--- src/fir_types_pkg.sv ---
`default_nettype none

package fir_types_pkg;

    // ======================================================================
    // datapath widths
    // ======================================================================
    localparam int SAMPLE_W = 16;
    localparam int COEFF_W  = 16;
    localparam int PREADD_W = SAMPLE_W + 1;    // sample plus its mirror
    localparam int ACC_W    = 32;

    // ======================================================================
    // datapath types
    // ======================================================================

    // one real input sample
    typedef logic signed [SAMPLE_W-1:0] sample_t;

    // one unique filter coefficient
    typedef logic signed [COEFF_W-1:0]  coeff_t;

    typedef logic signed [PREADD_W-1:0] preadd_t;   // folded sample pair

    // product, cascaded partial sum and filter output
    typedef logic signed [ACC_W-1:0]    acc_t;

endpackage

`default_nettype wire

--- src/fir_cfg_pkg.sv ---
`default_nettype none

package fir_cfg_pkg;
    import fir_types_pkg::*;

    // number of unique coefficients, folds into 2*n-1 taps
    localparam int DEFAULT_TAP_COUNT = 5;

    // low-pass half, outer tap first, centre tap last
    localparam coeff_t DEFAULT_COEFFS [DEFAULT_TAP_COUNT] = '{
        -16'sd42, 16'sd0, 16'sd427, 16'sd1146, 16'sd1600
    };

    localparam int TAP_PIPE_EXTRA = 4;  // in delay, pre-add, multiply, cascade
    localparam int FLUSH_EXTRA    = 1;

    // active cycles from newest input to its output
    function automatic int fir_latency(input int tap_count);
        return tap_count + TAP_PIPE_EXTRA;
    endfunction

    // cycles of zero fill after the last sample of a packet
    function automatic int fir_flush_len(input int tap_count);
        return 3 * tap_count + FLUSH_EXTRA;
    endfunction

endpackage

`default_nettype wire

--- src/fir_feed_if.sv ---
`timescale 1ns/1ps
`default_nettype none

interface fir_feed_if
    import fir_types_pkg::*;
();

    logic    step;          // active cycle, every datapath register advances
    logic    flushing;      // zero fill after the last sample
    sample_t feed_sample;   // new sample, zero when not offered
    sample_t fold_sample;   // mirror operand shared by the outer taps

    // control owns the cycle qualifiers
    modport ctrl (
        output step,
        output flushing
    );

    // delay line feeds both operands into the row of taps
    modport line (
        input  step,
        input  flushing,
        output feed_sample,
        output fold_sample
    );

    modport chain (
        input  step,
        input  feed_sample,
        input  fold_sample
    );

endinterface

`default_nettype wire

--- src/fir_sym_tap.sv ---
`timescale 1ns/1ps
`default_nettype none

module fir_sym_tap
    import fir_types_pkg::*;
(
    input  logic    clk,
    input  logic    rst,
    input  logic    step,
    input  coeff_t  coeff,
    input  sample_t sample_in,
    input  sample_t mirror_in,
    input  acc_t    casc_in,
    output sample_t sample_out,
    output acc_t    casc_out
);

    sample_t din_d1;
    sample_t din_d2;
    sample_t mirror_q;
    preadd_t preadd_q;
    acc_t    mult_q;
    acc_t    casc_q;

    // ======================================================================
    // delay, pre-add, multiply, cascade add
    // ======================================================================
    always_ff @(posedge clk) begin
        if (rst) begin
            din_d1   <= '0;
            din_d2   <= '0;
            mirror_q <= '0;
            preadd_q <= '0;
            mult_q   <= '0;
            casc_q   <= '0;
        end else if (step) begin
            // two stages per tap, partial sums move one,
            // so samples meet the sum of the next tap in time
            din_d1   <= sample_in;
            din_d2   <= din_d1;
            mirror_q <= mirror_in;

            // fold the symmetric pair before the multiply
            preadd_q <= preadd_t'(din_d2) + preadd_t'(mirror_q);
            mult_q   <= acc_t'(preadd_q) * acc_t'(coeff);
            casc_q   <= mult_q + casc_in;
        end
    end

    assign sample_out = din_d2;
    assign casc_out   = casc_q;     // partial sum up to this tap

endmodule

`default_nettype wire

--- src/fir_tap_chain.sv ---
`timescale 1ns/1ps
`default_nettype none

module fir_tap_chain
    import fir_types_pkg::*, fir_cfg_pkg::*;
#(
    parameter int     TAP_COUNT            = DEFAULT_TAP_COUNT,
    parameter coeff_t COEFFS [TAP_COUNT]   = DEFAULT_COEFFS
) (
    input  logic      clk,
    input  logic      rst,
    fir_feed_if.chain feed,
    output acc_t      sum
);

    sample_t delay_link [TAP_COUNT];    // sample passed on, two registers per tap
    acc_t    casc_link  [TAP_COUNT];    // running partial sum

    // ======================================================================
    // systolic row, outer tap first
    // ======================================================================
    for (genvar k = 0; k < TAP_COUNT; k++) begin : g_tap
        sample_t tap_sample;
        sample_t tap_mirror;
        acc_t    tap_casc;

        if (k == 0) begin : g_first
            assign tap_sample = feed.feed_sample;
            assign tap_casc   = '0;
        end else begin : g_next
            assign tap_sample = delay_link[k-1];
            assign tap_casc   = casc_link[k-1];
        end

        // centre coefficient counted once
        if (k == TAP_COUNT - 1) begin : g_centre
            assign tap_mirror = '0;
        end else begin : g_outer
            assign tap_mirror = feed.fold_sample;
        end

        fir_sym_tap u_tap (
            .clk        (clk),
            .rst        (rst),
            .step       (feed.step),
            .coeff      (COEFFS[k]),
            .sample_in  (tap_sample),
            .mirror_in  (tap_mirror),
            .casc_in    (tap_casc),
            .sample_out (delay_link[k]),
            .casc_out   (casc_link[k])
        );
    end

    assign sum = casc_link[TAP_COUNT-1];

endmodule

`default_nettype wire

--- src/fir_fold_line.sv ---
`timescale 1ns/1ps
`default_nettype none

module fir_fold_line
    import fir_types_pkg::*, fir_cfg_pkg::*;
#(
    parameter int TAP_COUNT = DEFAULT_TAP_COUNT
) (
    input  logic     clk,
    input  logic     rst,
    input  logic     in_valid,
    input  sample_t  in_sample,
    fir_feed_if.line feed
);

    // entry i holds the sample i+1 active positions back,
    // the last entry lines up with the centre of odd symmetry
    localparam int LINE_LEN = 2 * TAP_COUNT - 1;

    sample_t line_q [LINE_LEN];
    sample_t head;

    // samples offered during a flush do not enter the packet
    assign head = (in_valid && !feed.flushing) ? in_sample : '0;

    assign feed.feed_sample = head;

    // ======================================================================
    // sample delay line
    // ======================================================================
    always_ff @(posedge clk) begin
        if (rst) begin
            for (int i = 0; i < LINE_LEN; i++) begin
                line_q[i] <= '0;
            end
        end else if (feed.step) begin
            line_q[0] <= head;      // zero while flushing
            for (int i = 1; i < LINE_LEN; i++) begin
                line_q[i] <= line_q[i-1];
            end
        end
    end

    // mirror of the sample entering the row, each tap registers it once more
    assign feed.fold_sample = line_q[LINE_LEN-1];

endmodule

`default_nettype wire

--- src/fir_flush_ctrl.sv ---
`timescale 1ns/1ps
`default_nettype none

module fir_flush_ctrl
    import fir_cfg_pkg::*;
#(
    parameter int TAP_COUNT = DEFAULT_TAP_COUNT
) (
    input  logic     clk,
    input  logic     rst,
    input  logic     in_valid,
    input  logic     in_last,
    fir_feed_if.ctrl feed,
    output logic     out_valid,
    output logic     out_last
);

    localparam int LATENCY   = fir_latency(TAP_COUNT);
    localparam int FLUSH_LEN = fir_flush_len(TAP_COUNT);
    localparam int CNT_W     = $clog2(FLUSH_LEN + 1);

    typedef enum logic {
        ST_STREAM,
        ST_FLUSH
    } state_t;

    state_t             state;
    logic [CNT_W-1:0]   flush_cnt;
    logic [LATENCY-1:0] valid_pipe;     // one bit per active position
    logic               flushing;
    logic               flushing_q;

    assign flushing      = (state == ST_FLUSH);
    assign feed.flushing = flushing;
    assign feed.step     = in_valid | flushing;   // sample offered or draining

    // ======================================================================
    // streaming / flushing state machine
    // ======================================================================
    always_ff @(posedge clk) begin
        if (rst) begin
            state     <= ST_STREAM;
            flush_cnt <= '0;
        end else begin
            case (state)
                ST_STREAM: begin
                    flush_cnt <= '0;
                    if (in_valid && in_last) begin   // last only counts with valid
                        state <= ST_FLUSH;
                    end
                end
                ST_FLUSH: begin
                    if (flush_cnt == CNT_W'(FLUSH_LEN - 1)) begin
                        state     <= ST_STREAM;
                        flush_cnt <= '0;
                    end else begin
                        flush_cnt <= flush_cnt + 1'b1;
                    end
                end
            endcase
        end
    end

    // ======================================================================
    // output valid and packet end
    // ======================================================================
    always_ff @(posedge clk) begin
        if (rst) begin
            valid_pipe <= '0;
        end else if (feed.step) begin
            valid_pipe <= {valid_pipe[LATENCY-2:0], 1'b1};  // one more position seen
        end
    end

    // head is cleared in stalled cycles
    assign out_valid = valid_pipe[LATENCY-1] & feed.step;

    always_ff @(posedge clk) begin
        if (rst) begin
            flushing_q <= 1'b0;
            out_last   <= 1'b0;
        end else begin
            flushing_q <= flushing;
            out_last   <= flushing_q & ~flushing;   // falling edge of flush
        end
    end

endmodule

`default_nettype wire

--- src/fir_sym_filter.sv ---
`timescale 1ns/1ps
`default_nettype none

module fir_sym_filter
    import fir_types_pkg::*, fir_cfg_pkg::*;
#(
    parameter int     TAP_COUNT          = DEFAULT_TAP_COUNT,
    parameter coeff_t COEFFS [TAP_COUNT] = DEFAULT_COEFFS
) (
    input  logic    clk,
    input  logic    rst,
    input  logic    in_valid,
    input  logic    in_last,
    input  sample_t in_sample,
    output logic    out_valid,
    output logic    out_last,
    output acc_t    out_sample
);

    fir_feed_if feed ();

    // ======================================================================
    // control, delay line, systolic row
    // ======================================================================
    fir_flush_ctrl #(
        .TAP_COUNT (TAP_COUNT)
    ) u_ctrl (
        .clk       (clk),
        .rst       (rst),
        .in_valid  (in_valid),
        .in_last   (in_last),
        .feed      (feed),
        .out_valid (out_valid),
        .out_last  (out_last)
    );

    fir_fold_line #(
        .TAP_COUNT (TAP_COUNT)
    ) u_fold_line (
        .clk       (clk),
        .rst       (rst),
        .in_valid  (in_valid),
        .in_sample (in_sample),
        .feed      (feed)
    );

    fir_tap_chain #(
        .TAP_COUNT (TAP_COUNT),
        .COEFFS    (COEFFS)
    ) u_tap_chain (
        .clk  (clk),
        .rst  (rst),
        .feed (feed),
        .sum  (out_sample)      // last cascade is the output sample
    );

endmodule

`default_nettype wire

--- config.mk ---
export PLATFORM = sky130hd
export DESIGN_NAME = fir_sym_filter
export DESIGN_NICKNAME = d
export VERILOG_FILES = /design/src/fir_types_pkg.sv /design/src/fir_cfg_pkg.sv /design/src/fir_feed_if.sv /design/src/fir_sym_tap.sv /design/src/fir_tap_chain.sv /design/src/fir_fold_line.sv /design/src/fir_flush_ctrl.sv /design/src/fir_sym_filter.sv
export SDC_FILE = /design/constraint.sdc
export NUM_CORES = 2
export LEC_CHECK = 0
export BUFFER_PORTS_ARGS = -buffer_cell sky130_fd_sc_hd__buf_2
export CORE_MARGIN = 1
export CORE_UTILIZATION = 45
export CTS_CLUSTER_DIAMETER = 40
export DETAILED_ROUTE_END_ITERATION = 12
export PLACE_DENSITY_LB_ADDON = 0.3
export SETUP_SLACK_MARGIN = 0.02
export SLEW_MARGIN = 20
export SYNTH_ARGS = -nofsm -noshare
export SYNTH_HDL_FRONTEND = slang
export SYNTH_SLANG_ARGS = --single-unit
--- constraint.sdc ---
create_clock -name clk -period 14.35 [get_ports clk]
set_input_delay 1.435 -clock clk [delete_from_list [all_inputs] [get_ports clk]]
set_output_delay 1.435 -clock clk [all_outputs]
set_load 0.02 [all_outputs]
* Yosys cells after proc, flatten, opt, wreduce, memory -nomap -nowiden
Memories as Yosys holds them, arrays and structs flattened. A register that Yosys moved wholly into a read port is not among the register bits. Index checks and enable logic that the tools add are counted.
Storage, ports and cells: register bits after elaboration 522, bits in writable memories 144, bits of input ports 20, output and inout bits 34, logic and storage cells 77, memories 1
Memories:
- u_fold_line.line_q | depth 9, bits a word 16, rd ports 9, clocked after memory_dff 1, wr ports 9, RTL line fir_fold_line.sv:20 | sample_t line_q [LINE_LEN];
Cells by class: $add $sub $neg 7, multipliers 4, eq/ne operators 1, muxes and demuxes 20, bitwise logic cells 13, reductions and logical operators 3
Operators with widths (count):
- $mux W16 | 10
- $add A32 B32 Y32 | 3
- $add A16 B16 Y17 | 3
- $mul A17 B11 Y28 const B | 1
- $mul A17 B10 Y27 const B | 1
- $mul A17 B6 Y23 const B | 1
- $mul A16 B6 Y22 const B | 1
- $or A1 B1 Y1 | 10
- $pmux W5 S2 | 1
- $mux W1 | 7
- $add A5 B1 Y5 const B | 1
- $eq A5 B4 Y1 const B | 1
- $mux W5 | 1
- $and A1 B1 Y1 | 2
- $logic_and A1 B1 Y1 | 2
- $pmux W1 S2 | 1
- $logic_not A1 Y1 | 1
- $not A1 Y1 | 1

* Logic depth before layout (Yosys ltp)
depth after elaboration 5, mapped depth 21, depth with buffers taken out 21

* By module
Synthesis repeated with hierarchy kept, for this count alone.
Second synthesis, totals: cell total of the unflattened synthesis 9910, area, all modules 91004.8 um2
Modules (own cells, without submodules):
- fir_sym_tap at u_tap_chain.g_tap[1].u_tap ... | instances 2, cells each 1882, area each 16813.6 um2, seq. area each 2582.5 um2
- fir_sym_tap at u_tap_chain.g_tap[4].u_tap | instances 1, cells each 1940, area each 17085.1 um2, seq. area each 2582.5 um2
- fir_sym_tap at u_tap_chain.g_tap[0].u_tap | instances 1, cells each 1914, area each 17025.1 um2, seq. area each 2582.5 um2
- fir_sym_tap at u_tap_chain.g_tap[3].u_tap | instances 1, cells each 1879, area each 16853.7 um2, seq. area each 2582.5 um2
- fir_fold_line | instances 1, cells each 342, area each 5730.5 um2, seq. area each 4324.1 um2
- fir_flush_ctrl | instances 1, cells each 69, area each 675.6 um2, seq. area each 340.3 um2
- fir_tap_chain | instances 1, cells each 2, area each 7.5 um2, seq. area each 0.0 um2

* Worst setup path before layout
OpenSTA, ideal clock, no wires.
kind input to register, start point input port in_valid, end point register u_tap_chain.g_tap[0].u_tap.preadd_q[10], setup time 359 ps, arrival time 6085 ps, required time 13991 ps, slack 7906 ps, stages 4, path buffers 1, path through nor3_1 clkinv_1 clkbuf_1 o32ai_1
On the way: word-level cells in the longest chain between the ends 1
Ends and longest elaborated chain:
- start: declaration | RTL line fir_sym_filter.sv:12 | input logic in_valid,
- $or A1 B1 Y1 | RTL line fir_flush_ctrl.sv:35 | assign feed.step = in_valid | flushing;
- end signal: assignment | RTL line fir_sym_tap.sv:44 | preadd_q <= preadd_t'(din_d2) + preadd_t'(mirror_q);
- end: declaration | RTL line fir_sym_tap.sv:21 | preadd_t preadd_q;
Every way passes these cells. A chain may end at the register's enable or synchronous reset.

* Worst setup path after layout
start point register u_tap_chain.g_tap[3].u_tap.preadd_q[2], end point register u_tap_chain.g_tap[3].u_tap.mult_q[27]
On the way: word-level cells in the longest chain between the ends 1
Ends and longest elaborated chain:
- start: declaration | RTL line fir_sym_tap.sv:21
- start signal: assignment | RTL line fir_sym_tap.sv:44
- $mul A17 B11 Y28 | RTL line fir_sym_tap.sv:45 | mult_q <= acc_t'(preadd_q) * acc_t'(coeff);
- end signal: assignment | RTL line fir_sym_tap.sv:45
- end: declaration | RTL line fir_sym_tap.sv:22 | acc_t mult_q;
Every way passes these cells.

==> summary.txt <==
Timing
  – Period utilization: slightly below 40%
  – Setup TNS: 0 ns
  – Slew HR: 28.07%
  – Fin crit period: around 5.6 ns
  – Setup violations, final: 0
  – Final Max Tran Viols: 0
  – Slew @ Worst Pin: ~1.1 ns
  – RSZ-0062 raised after global routing: false
  – Max Clk Rate: between 0.15 and 0.2 GHz
  – Endpoints failing hold: 0
  – Worst Clk Skew: 0.06501 ns

Final layout
  – Fraction of layout cells with a size suffix above 1: 6.501%
  – Synth-to-Final Area Change: 11.81%
  – Post-Route Utilization: slightly above 50%
  – Final Net Count: 4347
  – ANT cells: 0

Power
  – Cell-internal power: 3.622 mW
  – PwrDens: about 120 nW/um^2
  – Net Sw Power: between 1 and 1.5 mW
  – Flop pwr share: 40.8%
  – Net Sw Frac: 27.76%
  – Clock power share: between 40% and 50%
  – Max VDD drop: 0.00009229 V
  – Leakage: around 20 nW
  – Comb power frac: a little over an eighth

Floorplan
  – Core area: slightly above 80000 sq um
  – Initial core utilization: 45.50%
  – Rows: approximately 110
  – DIE AREA: approximately 84000 sq um
  – IO Pins: between 50 and 60
  – Die H: roughly 290 um
  – DIE WIDTH: 290.4 um

Min path
  – Worst Hold Class: reg -> reg

Synthesis
  – Yosys cell types: 76
  – Commonest register cell after synthesis: dfxtp_1
  – Post-synth EDFFs: around 140
  – Post-synth ARST share: 0%
  – YS warnings: 0
  – Mapped cell area: approximately 37000 sq um
  – Yosys top cell area share: between 20% and 30%
  – Leading area contributor after synthesis: dfxtp_1
  – Synth area leaders: dfxtp_1, ha_1, edfxtp_1
  – Syn avg cell area: 10.13 sq um
  – Count leader, synth: dfxtp_1
  – Post-synthesis instance total: 3693
  – Sequential share of the synthesized area: slightly below 40%
  – Yosys reg bits: 646
  – Synth top cells by count: dfxtp_1, ha_1, inv_1
  – Post-synthesis net count: approximately 4300

Detailed routing
  – DR DRC count: 0
  – Detail Route met3 WL: ~2500 um
  – Top sig layer: met4
  – First-pass DRT Iterations: 5
  – WL met1: around 37000 um
  – DRT Wirelength: roughly 80000 um
  – Routed len/inst: between 15 and 20 um
  – Final ANT Viol Nets: 0
  – Routed vias: between 20000 and 30000
  – Starting DRT DRC Count: roughly 1200
  – Vias per Instance: around 5.3
  – Detail Route met2 WL: about 36000 um

Worst setup path
  – Slowest stage delay, CP: ~0.55 ns
  – CP endpoint kind: register
  – Kind of critical path: reg -> reg
  – Type of origin of the critical path: register
  – Critical-path maximum fanout: 5
  – Worst EP required: 14.87 ns
  – Critical-path cell list: inv_1 -> fa_1 -> inv_1 -> ha_1 -> ha_1 -> inv_1 -> fa_1 -> inv_1 -> fa_1 -> ha_1 -> a211oi_1 -> nor2_1 -> o31ai_1 -> a31oi_1 -> o21ai_0 -> a21oi_1 -> o41a_1 -> a21oi_1 -> mux2_2
  – CP max stage cell: fa_1
  – WP data arrival: about 6.1 ns
  – Worst path most repeated cell: inv_1

Clock tree
  – CTS sink cnt: between 600 and 700
  – # H-tree levels: 3
  – CTS max path bufs: 3
  – Cts hold-fix bufs: 0
  – Clk slew on worst S/H paths: about 0.06 ns
  – CTS tree: built
  – Skew-Pair Late Insertion Delay: ~0.66 ns
  – Total CTS buffers: just under 90
  – Post-CTS Resized: 0
  – Clock root buffer: clkbuf_16
  – Post CTS Setup Buffer Count: 0

Run status
  – Outcome: completed

Global route
  – Grt total ovfl: 0
  – Vias in the first global route: about 25000
  – Antenna violations before repair: 0
  – First-pass GRT wire length: around 130000 um
  – All-Layer GR Usage: a little under a fifth
  – Largest net degree at the start of global routing: roughly 240

Placed design
  – GPL Wtd Cong: 0.9031
  – Port-buffer cells: 53
  – HPWL after DPL: ~57000 um

Run
  – Max cap viols: 0
## worst max-delay path, delay by kind of cell (launching register included)
family	cells	cell delay [ns]
AO/OA/AOI/OAI	7	1.80
buffers and inverters	4	0.30
multiplexers	1	0.34
adder cells (fa/ha/maj)	6	2.50
flip-flops	1	0.42
AND/OR/NAND/NOR	1	0.12
## power groups by stage
stage | clock, mW | sequential [mW] | combinational [mW]
after floorplan | 0 | 2.05 | 0.528
after global placement | 0 | 2.08 | 0.666
after detailed placement | 0 | 2.09 | 0.671
after CTS | 2.35 | 2.05 | 0.680
after global routing | 2.42 | 2.06 | 0.768
final | 2.30 | 2.05 | 0.668
## flip-flops by register name, indices dropped and copies added, names as in the netlist
name and flops:
u_tap_chain.g_tap.u_tap.casc_out 142, u_ctrl.flushing_q 1, u_tap_chain.g_tap.u_tap.mult_q 100, u_ctrl.feed.flushing 1, u_tap_chain.g_tap.u_tap.din_d1 80, u_ctrl.valid_pipe 9, u_tap_chain.g_tap.u_tap.preadd_q 67, u_ctrl.flush_cnt 5
u_fold_line.line_q 144, u_tap_chain.g_tap.u_tap.sample_out 80, u_ctrl.out_last 1, u_tap_chain.g_tap.u_tap.mirror_q 16
## metrics by stage
stage	hold WS [ns]	setup slack, ns	instances	power [mW]	instance area [sq um]
5_1_grt	0.4662	8.594	4854	5.250	41840
6_report	0.4410	8.754	4854	5.014	41840
4_1_cts	0.4453	8.785	4854	5.075	41840
3_3_place_gp	0.4312	8.880	4687	2.750	38630
2_1_floorplan	0.4175	7.906	3693	2.580	37420
3_5_place_dp	0.4349	8.811	4687	2.758	38640
## final cells by class
cell class	count	area, sq um
flip-flops and latches	646	14370
inverters	426	1607
clock inverters	62	842.1
clock buffers	105	2359
well taps	1070	1339
fillers	7450	40400
repair buffers	62	370.4
multi-input cells	2483	20950
## path summary, 6_finish.rpt
kind                            depth (start not counted)                                   start  slack [ns]                               endpoint
worst min-delay path                                    1                     u_ctrl.flush_cnt[0]        0.44                    u_ctrl.flush_cnt[0]
worst max-delay path                                   19  u_tap_chain.g_tap[3].u_tap.preadd_q[2]        8.75  u_tap_chain.g_tap[3].u_tap.mult_q[27]
worst max register to register                         19  u_tap_chain.g_tap[3].u_tap.preadd_q[2]        8.75  u_tap_chain.g_tap[3].u_tap.mult_q[27]
worst min register to register                          1                     u_ctrl.flush_cnt[0]        0.44                    u_ctrl.flush_cnt[0]
## layer usage
metal | GRT usage (%) | vias to the layer above
met3 | 2.715 | 134
met1 | 24.75 | 12070
met5 | 0 | -
met2 | 30.96 | 332
met4 | 6.149 | 0
li1 | - | 12970
## cell usage in the layout (no fill, tap or decap), types with 30 or more instances in the layout
master | Yosys | final
dfxtp_1 | 502 | 502
a21o_1 | 83 | 83
a22o_1 | 259 | 259
nand2_1 | 278 | 278
and2_1 | 151 | 151
clkbuf_16 | 0 | 90
fa_1 | 176 | 176
inv_1 | 425 | 425
ha_1 | 443 | 443
o22ai_1 | 35 | 35
xnor2_1 | 108 | 108
edfxtp_1 | 144 | 144
o21ai_0 | 241 | 241
o21bai_1 | 31 | 31
buf_2 | 0 | 53
xor2_1 | 85 | 85
a21oi_1 | 145 | 145
nand3_1 | 30 | 30
nor2_1 | 92 | 91
## kinds of logic (layout without fill, tap and decap cells)
logic type	count (synthesis)	in the layout	share of synthesized area (%)
compound gates	978	978	18.10
flops	646	646	38.41
buf+inv	564	655	5.677
simple gates	687	687	8.903
fa+ha+maj	619	619	24.23
xor+xnor	193	193	4.517
mux	6	6	0.1672
Note: power is estimated with default switching activity, not from simulation.
